`config.mk`:
```
export PLATFORM = sky130hd
export DESIGN_NAME = miss_replay_top
export DESIGN_NICKNAME = d
export VERILOG_FILES = /design/src/logic/replay_pkg.sv /design/src/logic/flush_tags.sv /design/src/logic/lane_mux.sv /design/src/logic/miss_replay_top.sv /design/src/logic/replay_ctrl.sv /design/src/logic/replay_ram.sv
export VERILOG_INCLUDE_DIRS = /design/src /design/src/logic
export SDC_FILE = /design/constraint.sdc
export NUM_CORES = 1
export LEC_CHECK = 0
export BUFFER_PORTS_ARGS = -buffer_cell sky130_fd_sc_hd__buf_2
export CELL_PAD_IN_SITES_DETAIL_PLACEMENT = 0
export CELL_PAD_IN_SITES_GLOBAL_PLACEMENT = 2
export CORE_MARGIN = 3
export CORE_UTILIZATION = 45
export CTS_BUF_LIST = sky130_fd_sc_hd__clkbuf_16
export DETAILED_ROUTE_END_ITERATION = 10
export HOLD_SLACK_MARGIN = 0.03
export PLACE_DENSITY_LB_ADDON = 0.1
export SLEW_MARGIN = 0
export SYNTH_ARGS = -nofsm -noshare
export SYNTH_HDL_FRONTEND = slang
export SYNTH_SLANG_ARGS = --single-unit
export TNS_END_PERCENT = 100
```
`constraint.sdc`:
```
create_clock -name clk -period 25.9 [get_ports clk]
set_input_delay 1.295 -clock clk [delete_from_list [all_inputs] [get_ports clk]]
set_output_delay 1.295 -clock clk [all_outputs]
set_load 0.01 [all_outputs]
```
`src/logic/replay_params.svh`:
```
/*
  miss replay buffer constants
  buffer depth, pointer and count widths, address width and drain delay
*/
`ifndef REPLAY_PARAMS_SVH
`define REPLAY_PARAMS_SVH

// buffer geometry
`define REPLAY_DEPTH 4
`define REPLAY_PTR_W 2
`define REPLAY_CNT_W 3

// memory op geometry
`define VADDR_W 44
`define BANK_CNT 32

// first capture to first replay cycle
`define DRAIN_CYCLES 3

`endif

```
`src/logic/replay_pkg.sv`:
```
/*
  miss replay types
  packed structs for memory ops, lane slots, stored entries and re-execute requests
*/
`default_nettype none
`include "replay_params.svh"

package replay_pkg;

  typedef struct packed {
    logic                  thread;
    logic [`VADDR_W-1:0]   addr;
    logic [4:0]            sz;
    logic [3:0]            attr;
    logic [1:0]            op_type;
    logic [`BANK_CNT-1:0]  banks;
    logic [4:0]            bank0;
    logic                  odd;
    logic [1:0]            addr_low;
    logic                  split;
    logic [8:0]            lsq;
    logic [9:0]            ii;
    logic [5:0]            wq;
    logic                  lsflag;
  } mem_op_t;

  // one lane's issue slot
  typedef struct packed {
    logic    en;
    mem_op_t op;
  } lane_t;

  // one lane's stored slot
  typedef struct packed {
    logic    miss;
    mem_op_t op;
  } lane_entry_t;

  typedef struct packed {
    logic                en;
    logic [`VADDR_W-1:0] addr;
    logic [4:0]          sz;
    logic [3:0]          attr;
  } ex_req_t;

  typedef logic [`REPLAY_PTR_W-1:0] slot_t;

endpackage

`default_nettype wire

```
`src/logic/flush_tags.sv`:
```
/*
  flush tags
  per slot and lane thread and live bits; exceptions kill a thread's slots
*/
`timescale 1ns/1ps
`default_nettype none
`include "replay_params.svh"

module flush_tags (
  input  logic              clk,
  input  logic              rst,
  input  logic              wr_en_i,
  input  replay_pkg::slot_t wr_slot_i,
  input  logic [1:0]        thread_i,
  input  logic              except_i,
  input  logic              except_thread_i,
  input  replay_pkg::slot_t rd_slot_i,
  output logic [1:0]        live_o
);
  import replay_pkg::*;

  logic [`REPLAY_DEPTH-1:0] thr_q [2];
  logic [`REPLAY_DEPTH-1:0] live_q [2];
  logic [`REPLAY_DEPTH-1:0] thr_d [2];
  logic [`REPLAY_DEPTH-1:0] live_d [2];

  // next state applies the capture first and the kill after it
  always_comb begin
    for (int n = 0; n < 2; n++) begin
      thr_d[n]  = thr_q[n];
      live_d[n] = live_q[n];
      if (wr_en_i) begin
        thr_d[n][wr_slot_i]  = thread_i[n];
        live_d[n][wr_slot_i] = 1'b1;
      end
      // slot being written is killed too when its thread matches
      if (except_i)
        live_d[n] = live_d[n] & ~(except_thread_i ? thr_d[n] : ~thr_d[n]);
    end
  end

  always_ff @(posedge clk) begin
    if (rst) begin
      thr_q[0]  <= '0;
      thr_q[1]  <= '0;
      live_q[0] <= '0;
      live_q[1] <= '0;
      live_o    <= '0;
    end else begin
      thr_q  <= thr_d;
      live_q <= live_d;
      // live bits of the slot on the RAM read port next cycle
      live_o <= {live_d[1][rd_slot_i], live_d[0][rd_slot_i]};
    end
  end

endmodule

`default_nettype wire

```
`src/logic/lane_mux.sv`:
```
/*
  lane replay mux
  re-execute request from the read port, then the replayed op one cycle later
*/
`timescale 1ns/1ps
`default_nettype none

module lane_mux (
  input  logic                    clk,
  input  logic                    rst,
  input  replay_pkg::lane_t       lane_i,
  input  replay_pkg::lane_entry_t entry_i,
  input  logic                    live_i,
  input  logic                    replay_rd_i,
  input  logic                    except_i,
  output replay_pkg::lane_t       lane_o,
  output replay_pkg::ex_req_t     ex_o
);
  import replay_pkg::*;

  mem_op_t op_q;
  logic    ex_en;
  logic    en_q;
  logic    rep_q;

  // dead or non-missing lanes replay disabled
  assign ex_en = replay_rd_i & entry_i.miss & live_i & ~except_i;

  assign ex_o.en   = ex_en;
  assign ex_o.addr = entry_i.op.addr;
  assign ex_o.sz   = entry_i.op.sz;
  assign ex_o.attr = entry_i.op.attr;

  always_ff @(posedge clk) begin
    if (rst) begin
      en_q  <= 1'b0;
      rep_q <= 1'b0;
    end else begin
      en_q  <= ex_en;
      rep_q <= replay_rd_i;
    end
  end

  always_ff @(posedge clk) begin
    if (replay_rd_i)
      op_q <= entry_i.op;
  end

  // replayed op overrides the incoming one
  always_comb begin
    if (rep_q) begin
      lane_o.en = en_q & ~except_i;
      lane_o.op = op_q;
    end else begin
      lane_o = lane_i;
    end
  end

endmodule

`default_nettype wire

```
`src/logic/miss_replay_top.sv`:
```
/*
  two-lane miss replay buffer
  captures missing memory ops, asks for skip, then replays them in order
*/
`timescale 1ns/1ps
`default_nettype none

module miss_replay_top (
  input  logic                clk,
  input  logic                rst,
  input  replay_pkg::lane_t   lane_i [2],
  input  logic [1:0]          miss_i,
  input  logic                except_i,
  input  logic                except_thread_i,
  output replay_pkg::lane_t   lane_o [2],
  output replay_pkg::ex_req_t ex_o [2],
  output logic                do_skip_o
);
  import replay_pkg::*;

  logic        wr_en;
  slot_t       wr_slot;
  logic        init_busy;
  logic        rd_advance;
  slot_t       rd_slot;
  logic        replay_rd;
  logic [1:0]  live;
  lane_entry_t wr_entry [2];
  lane_entry_t rd_entry [2];

  assign wr_entry[0] = '{miss: miss_i[0], op: lane_i[0].op};
  assign wr_entry[1] = '{miss: miss_i[1], op: lane_i[1].op};

  replay_ctrl u_ctrl (
    .clk          (clk),
    .rst          (rst),
    .miss_i       (miss_i),
    .wr_en_o      (wr_en),
    .wr_slot_o    (wr_slot),
    .init_busy_o  (init_busy),
    .rd_advance_o (rd_advance),
    .rd_slot_o    (rd_slot),
    .replay_rd_o  (replay_rd),
    .do_skip_o    (do_skip_o)
  );

  replay_ram u_ram (
    .clk          (clk),
    .rst          (rst),
    .wr_en_i      (wr_en),
    .init_busy_i  (init_busy),
    .wr_slot_i    (wr_slot),
    .wr_data_i    (wr_entry),
    .rd_advance_i (rd_advance),
    .rd_slot_i    (rd_slot),
    .rd_data_o    (rd_entry)
  );

  flush_tags u_tags (
    .clk             (clk),
    .rst             (rst),
    .wr_en_i         (wr_en),
    .wr_slot_i       (wr_slot),
    .thread_i        ({lane_i[1].op.thread, lane_i[0].op.thread}),
    .except_i        (except_i),
    .except_thread_i (except_thread_i),
    .rd_slot_i       (rd_slot),
    .live_o          (live)
  );

  for (genvar n = 0; n < 2; n++) begin : g_lane
    lane_mux u_mux (
      .clk         (clk),
      .rst         (rst),
      .lane_i      (lane_i[n]),
      .entry_i     (rd_entry[n]),
      .live_i      (live[n]),
      .replay_rd_i (replay_rd),
      .except_i    (except_i),
      .lane_o      (lane_o[n]),
      .ex_o        (ex_o[n])
    );
  end

endmodule

`default_nettype wire

```
`src/logic/replay_ctrl.sv`:
```
/*
  replay control
  clear sweep, FIFO pointers, occupancy count, drain delay and skip request
*/
`timescale 1ns/1ps
`default_nettype none
`include "replay_params.svh"

module replay_ctrl (
  input  logic              clk,
  input  logic              rst,
  input  logic [1:0]        miss_i,
  output logic              wr_en_o,
  output replay_pkg::slot_t wr_slot_o,
  output logic              init_busy_o,
  output logic              rd_advance_o,
  output replay_pkg::slot_t rd_slot_o,
  output logic              replay_rd_o,
  output logic              do_skip_o
);
  import replay_pkg::*;

  typedef logic [`REPLAY_CNT_W-1:0] cnt_t;

  logic                     init_q;
  slot_t                    sweep_q;
  slot_t                    wr_ptr_q;
  slot_t                    rd_ptr_q;
  cnt_t                     cnt_q;
  logic [`DRAIN_CYCLES-1:0] drain_q;
  logic                     skip_q;
  logic                     capture;
  logic                     replay_en;
  logic                     last_out;

  // either lane missing is one capture
  assign capture = (|miss_i) & ~init_q;

  // drain delay elapsed and something is stored
  assign replay_en = drain_q[`DRAIN_CYCLES-1] & (cnt_q != '0);

  // last stored entry leaves with nothing arriving behind it
  assign last_out = replay_en & (cnt_q == cnt_t'(1)) & ~capture;

  assign wr_en_o      = capture;
  assign wr_slot_o    = init_q ? sweep_q : wr_ptr_q;
  assign init_busy_o  = init_q;
  assign rd_advance_o = replay_en;
  assign replay_rd_o  = replay_en;
  assign do_skip_o    = skip_q;

  // next head slot, latched by the RAM on advance
  assign rd_slot_o = replay_en ? rd_ptr_q + 1'b1 : rd_ptr_q;

  // clear sweep after reset
  always_ff @(posedge clk) begin
    if (rst) begin
      init_q  <= 1'b1;
      sweep_q <= '0;
    end else if (init_q) begin
      sweep_q <= sweep_q + 1'b1;
      if (sweep_q == slot_t'(`REPLAY_DEPTH - 1))
        init_q <= 1'b0;
    end
  end

  // FIFO pointers and occupancy
  always_ff @(posedge clk) begin
    if (rst) begin
      wr_ptr_q <= '0;
      rd_ptr_q <= '0;
      cnt_q    <= '0;
    end else begin
      if (capture)
        wr_ptr_q <= wr_ptr_q + 1'b1;
      if (replay_en)
        rd_ptr_q <= rd_ptr_q + 1'b1;
      case ({capture, replay_en})
        2'b10:   cnt_q <= cnt_q + 1'b1;
        2'b01:   cnt_q <= cnt_q - 1'b1;
        default: cnt_q <= cnt_q;
      endcase
    end
  end

  // drain delay and skip request
  always_ff @(posedge clk) begin
    if (rst) begin
      drain_q <= '0;
      skip_q  <= 1'b0;
    end else if (last_out) begin
      drain_q <= '0;
      skip_q  <= 1'b0;
    end else begin
      // skip state keeps the delay line full between captures
      drain_q <= {drain_q[`DRAIN_CYCLES-2:0], capture | skip_q};
      if (capture)
        skip_q <= 1'b1;
    end
  end

endmodule

`default_nettype wire

```
`src/logic/replay_ram.sv`:
```
/*
  replay entry store
  four entry pairs, registered read address, write-first on the read slot
*/
`timescale 1ns/1ps
`default_nettype none
`include "replay_params.svh"

module replay_ram (
  input  logic                     clk,
  input  logic                     rst,
  input  logic                     wr_en_i,
  input  logic                     init_busy_i,
  input  replay_pkg::slot_t        wr_slot_i,
  input  replay_pkg::lane_entry_t  wr_data_i [2],
  input  logic                     rd_advance_i,
  input  replay_pkg::slot_t        rd_slot_i,
  output replay_pkg::lane_entry_t  rd_data_o [2]
);
  import replay_pkg::*;

  lane_entry_t mem [`REPLAY_DEPTH][2];
  lane_entry_t wr_word [2];
  slot_t       rd_addr_q;
  logic        wr_any;

  // sweep writes all-zero entries, so the miss bit stays clear
  assign wr_any = wr_en_i | init_busy_i;

  always_comb begin
    for (int n = 0; n < 2; n++) begin
      wr_word[n] = init_busy_i ? '0 : wr_data_i[n];
      if (wr_any && wr_slot_i == rd_addr_q)
        rd_data_o[n] = wr_word[n];
      else
        rd_data_o[n] = mem[rd_addr_q][n];
    end
  end

  always_ff @(posedge clk) begin
    if (rst)
      rd_addr_q <= '0;
    else if (rd_advance_i)
      rd_addr_q <= rd_slot_i;
  end

  always_ff @(posedge clk) begin
    if (wr_any) begin
      for (int n = 0; n < 2; n++)
        mem[wr_slot_i][n] <= wr_word[n];
    end
  end

endmodule

`default_nettype wire

```
# After elaboration in Yosys (flattened, before gate mapping)
# Memories as Yosys holds them, arrays and structs flattened. A register that Yosys moved wholly into a read port is not among the register bits.
# Index checks and enable logic that the tools add are counted.
word_totals:
  register_bits: 283
  mem_bits_rw: 992
  in_bits: 254
  memories: 1
mem_list:
  columns: ["name", "depth", "word_bits", "rd", "rd_ports_with_merged_regs", "write_ports", "line_no", "source"]
  rows:
  - ["u_ram.mem", 4, 248, 1, 1, 1, "replay_ram.sv:22", "lane_entry_t mem [`REPLAY_DEPTH][2];"]
classes:
  addsub: 5
  n_lt_le_gt_ge: 3
  n_eq_ne: 5
  muxes: 31
  n_bitwise: 25
  n_reduce_logical: 6
ops:
  columns: ["cell", "n"]
  rows:
  - ["124-bit two-way mux", 6]
  - ["4-bit two-way mux", 8]
  - ["4-bit inverter", 4]
  - ["1-bit bitwise AND", 12]
  - ["4-bit bitwise AND", 2]
  - ["4-bit bitwise mux", 2]
  - ["2-bit two-way mux", 4]
  - ["4-bit bitwise OR", 2]
  - ["1-bit two-way mux", 7]
  - ["2-bit by 1-bit adder with 2-bit output, second input constant", 3]
  - ["2-bit by 3-bit < comparator with 1-bit output, second input constant", 2]
  - ["3-bit case mux with 2 select lines", 1]
  - ["1-bit binary-select mux with 2-bit select", 2]
  - ["2-bit == test, second input constant", 2]
  - ["2-bit OR reduction", 2]
  - ["3-bit by 1-bit adder with 3-bit output, second input constant", 1]
  - ["3-bit by 1-bit == test with 1-bit output, second input constant", 1]
  - ["1-bit inverter", 3]
  - ["3-bit nonzero test", 1]
  - ["3-bit by 1-bit subtractor with 3-bit output, second input constant", 1]
  - ["1-bit demux with 2-bit select", 1]
  - ["2-bit by 1-bit == test with 1-bit output, second input constant", 1]
  - ["2-bit == test", 1]
  - ["2-bit by 1-bit >= comparator with 1-bit output, second input constant", 1]
  - ["other kinds (3)", 5]

# Longest topological paths before layout
depth:
  ltp_word: 14
  ltp_mapped: 10
  depth_no_buf: 10

# Hierarchy
# From an unflattened synthesis, not the netlist that was laid out.
unflattened:
  hier_cells: 2674
  area_unflattened_um2: 53929.2
modules_own_cells:
  columns: ["module", "instances", "cells_each", "area_per_inst_um2"]
  rows:
  - ["replay_ram", 1, 1862, 40619.0]
  - ["lane_mux", 2, 322, 5856.9]
  - ["flush_tags", 1, 101, 939.7]
  - ["replay_ctrl", 1, 67, 656.9]

# Worst setup path after synthesis
# Ideal clock, no wire load.
synth_timing:
  path_type: "input -> register"
  from: "input port miss_i[1]"
  to: "memory u_ram.mem[1][0] (netlist name) (enable)"
  setup_ns: 1.237
  arrival_ns: 19.472
  required_time_ns: 24.663
  slack_ns: 5.190
  stages: 4
  n_path_buf: 1
  path_cell_list: "o21ba_4 -> clkbuf_1 -> nand2_1 -> a21boi_0"
synth_via:
  elab_chain_len: 5
synth_lines:
  columns: ["item", "line_no", "source"]
  rows:
  - ["from (decl)", "miss_replay_top.sv:12", "input logic [1:0] miss_i,"]
  - ["2-bit OR reduction", "replay_ctrl.sv:37", "assign capture = (|miss_i) & ~init_q;"]
  - ["1-bit bitwise AND", "replay_ctrl.sv:37", null]
  - ["1-bit bitwise OR", "replay_ram.sv:28", "assign wr_any = wr_en_i | init_busy_i;"]
  - ["1-bit two-way mux", "replay_ram.sv:48", "if (wr_any) begin"]
  - ["1-bit two-way mux (implied by the code)", "replay_ram.sv:50", "mem[wr_slot_i][n] <= wr_word[n];"]
  - ["to (decl)", "replay_ram.sv:22", null]
# No other way between the ends.

==> impl_metrics.ini <==
[power_and_ir_drop]
p_per_area_nw_per_um2 = 89.0
ir_drop_uv = 69.7
p_leak_nw = 22.3

[logic_synthesis]
ys_top_cells_by_area = edfxtp_1 (68%), mux4_2 (10%), mux2_4 (6.6%), mux2_2 (5.1%), nor2b_1 (2.9%)
synthesis.area_um2 = 54300
synth_top_family_by_area = multiplexers
syn-num-nets = 2969
syn_area_per_cell_um2 = 20.1
synth_mux_area_share_pct = 22.3
synth_edf_count = 1238
ys_seq_area_share_pct = 69.8
synth_xor_area_share_pct = 0.175
synth-main-ff-cell = edfxtp_1
yosys.cell_types.count = 48
ys_warn_count = 0
synth_cells = 2709
synthAdderAreaFrac_pct = 0.138
async_flop_share_pct = 0
synth_compound_area_share_pct = 0.714
synth_area_leader_cell = edfxtp_1
yosys.area_share.simple_pct = 3.76
synth_top_area_share_pct = 68.4
ys_ff_latch = 1277

[floorplan]
start_util_pct = 45.7
rows = 126
pin_count = 611
core_region_area_um2 = 119000
die_x_um = 354
die_y_um = 354
dieArea_um2 = 125000

[drt]
drt_iter0_drc = 1824
drc = 0
routedWlPerCell_um = 25.0
firstDrtPassIters = 5
drt.antenna.violating_nets = 0
wl_um = 124000
post_drt_via_cell_ratio = 5.38
vias = 26700

[sta]
finalHoldViolCount = 0
rsz0062_at_grt = no
hold_ws_ns = 0.430
max_freq_mhz = 155
fin_tns_setup_ns = 0
relSlewSlack_pct = 21.0
period_needed_ns = 6.47
skew_ns = 0.0225
post-route-period-util_pct = 25.0
worst_pin_slew_ns = 1.19
slew_viol_final = 0
finalSetupViolCount = 0

[cells_and_area]
area_growth_pct = 15.5
final_common_cell = edfxtp_1
nNetsFinal = 3498
drive_gt1_share_pct = 47.9
final_cell_mix = edfxtp_1 (1238), buf_2 (610), nor2b_1 (254)

[global_route]
grt_pass1_vias = 28600
overflow = 0
grt_use_total_pct = 19.8
grt_start_max_net_pins = 147
grt_pass1_wl_um = 187000
antenna_found_initial = 44

[clock_network]
cts_resized = 0
path_clk_slew_ns = 0.06
cts_root_buffer = clkbuf_16
cts_sinks = 1277
numCtsBuffers = 141
h-tree-depth = 4
cts_hold_buffers = 0
clock_latency_ns = 0.72
cts_setup_buffers = 0
clk_path_buf_depth = 3
cts_tree = done

[critical_path]
critPathMostFrequentCell = buf_4
worst_ep_arrival_time_ns = 5.18
critPathBufInv = 4
required_ns = 24.60
worstSetupPathType = flop to output port
slowest_delay_ns = 0.87
cp_slowest_cell = buf_4
crit_chain = o21ba_4 -> inv_2 -> a2bb2oi_2 -> nand2b_4 -> buf_4 -> buf_4 -> mux2_4 -> buf_2
path_max_fanout = 48
endpoint_kind = output port
crit_path_start_kind = flop
path_delay_family = buffers and inverters

[placement]
place_hpwl_um = 72600
gp_congestion = 0.804
io_buffers = 610

[run]
drv_cap = 0

[run_status]
status = completed

[hold_path]
hold_class = flop to flop
[per-layer routing]
metal,vias up,global-route usage (%),share of wire (%)
met4,28,6.07,2.6
met3,217,5.47,6.6
met2,739,32.7,49
met1,13900,25.5,41
li1,11800,-,-
met5,-,0,0.16
[worst paths after layout]
kind	to	from	depth (start not counted)	slack, ns
worst max register to register	g_lane[0].u_mux.op_q[74]$_DFFE_PN_	u_ctrl.init_busy_o$_SDFF_PP1_	7	21.33
worst min-delay path	u_ctrl.drain_q[1]$_SDFF_PP0_	u_ctrl.drain_q[0]$_SDFF_PP0_	1	0.43
worst max-delay path	ex_o[58]	u_ctrl.init_busy_o$_SDFF_PP1_	8	19.43
worst min register to register	u_ctrl.drain_q[1]$_SDFF_PP0_	u_ctrl.drain_q[0]$_SDFF_PP0_	1	0.43
[layout make-up]
class | count | area, um^2
fillers | 9507 | 56300
repair buffers | 647 | 3390
well taps | 1600 | 2000
inverters | 11 | 48.8
diodes | 16 | 40.0
clock inverters | 103 | 823
clock buffers | 149 | 3730
flip-flops and latches | 1277 | 38000
multi-input cells | 1160 | 14800
[power breakdown]
part	switching (mW)	leakage (nW)	total [mW]	internal [mW]
Sequential	0.0626	12.2	2.71	2.65
Clock	0.786	2.33	1.95	1.17
Combinational	0.503	7.72	0.928	0.425
[cells in the mapped netlist (2+ instances only)]
library cell	instances
nor2_1	27
a2111oi_0	2
a31oi_1	6
a2111oi_1	4
a32oi_1	6
xor2_1	4
mux2_1	5
mux2i_1	7
inv_2	2
a21oi_1	13
mux2_2	247
a211oi_1	4
buf_1	5
o21ai_0	8
nor3_1	3
nand2b_1	3
ha_1	6
mux4_2	248
and2_1	2
o21a_1	3
buf_6	27
buf_4	109
nand4_1	2
a22oi_1	2
nand2_1	13
or2_1	2
or3b_2	5
o22ai_1	2
or3b_1	5
xnor2_1	5
clkbuf_1	87
edfxtp_1	1238
buf_2	33
mux2_4	240
nor4_1	10
nor2b_1	255
dfxtp_1	39
inv_1	9
nand3_1	12
[worst register-to-register path, cell delays in order (launching register included)]
cell and delay (ns):
dfxtp_4 0.70, o21ba_4 0.32, inv_2 0.25, a2bb2oi_2 0.22
nand2b_4 0.68, buf_4 0.87, buf_4 0.85, mux2_4 0.43
[sequential cells by signal, indices dropped and copies added, names as in the netlist, 3 cells and up, named ones only]
signal             count
g_lane.u_mux.op_q    246
u_ctrl.cnt_q           3
u_ctrl.drain_q         3
u_ram.mem            992
u_tags.live_q          8
u_tags.thr_q           8
[through the flow]
step | power, mW | cell area (um^2) | cells | worst slack [ns] | util [%]
2_1_floorplan | 3.61 | 54300 | 2709 | 5.19 | -
3_3_place_gp | 3.68 | 58200 | 4695 | 19.42 | 48.9
3_5_place_dp | 3.70 | 58200 | 4695 | 19.36 | 48.9
4_1_cts | 5.68 | 62700 | 4947 | 19.19 | 52.7
5_1_grt | 5.83 | 62700 | 4950 | 19.03 | 52.7
6_report | 5.59 | 62800 | 4963 | 19.43 | 52.7
[cells by family after synthesis]
logic type      count (synthesis)
compound gates                 55
xor+xnor                       10
fa+ha+maj                       6
buf+inv                       272
flops                        1277
mux                           748
simple gates                  341
No activity file was read; power rests on OpenSTA's default activity.
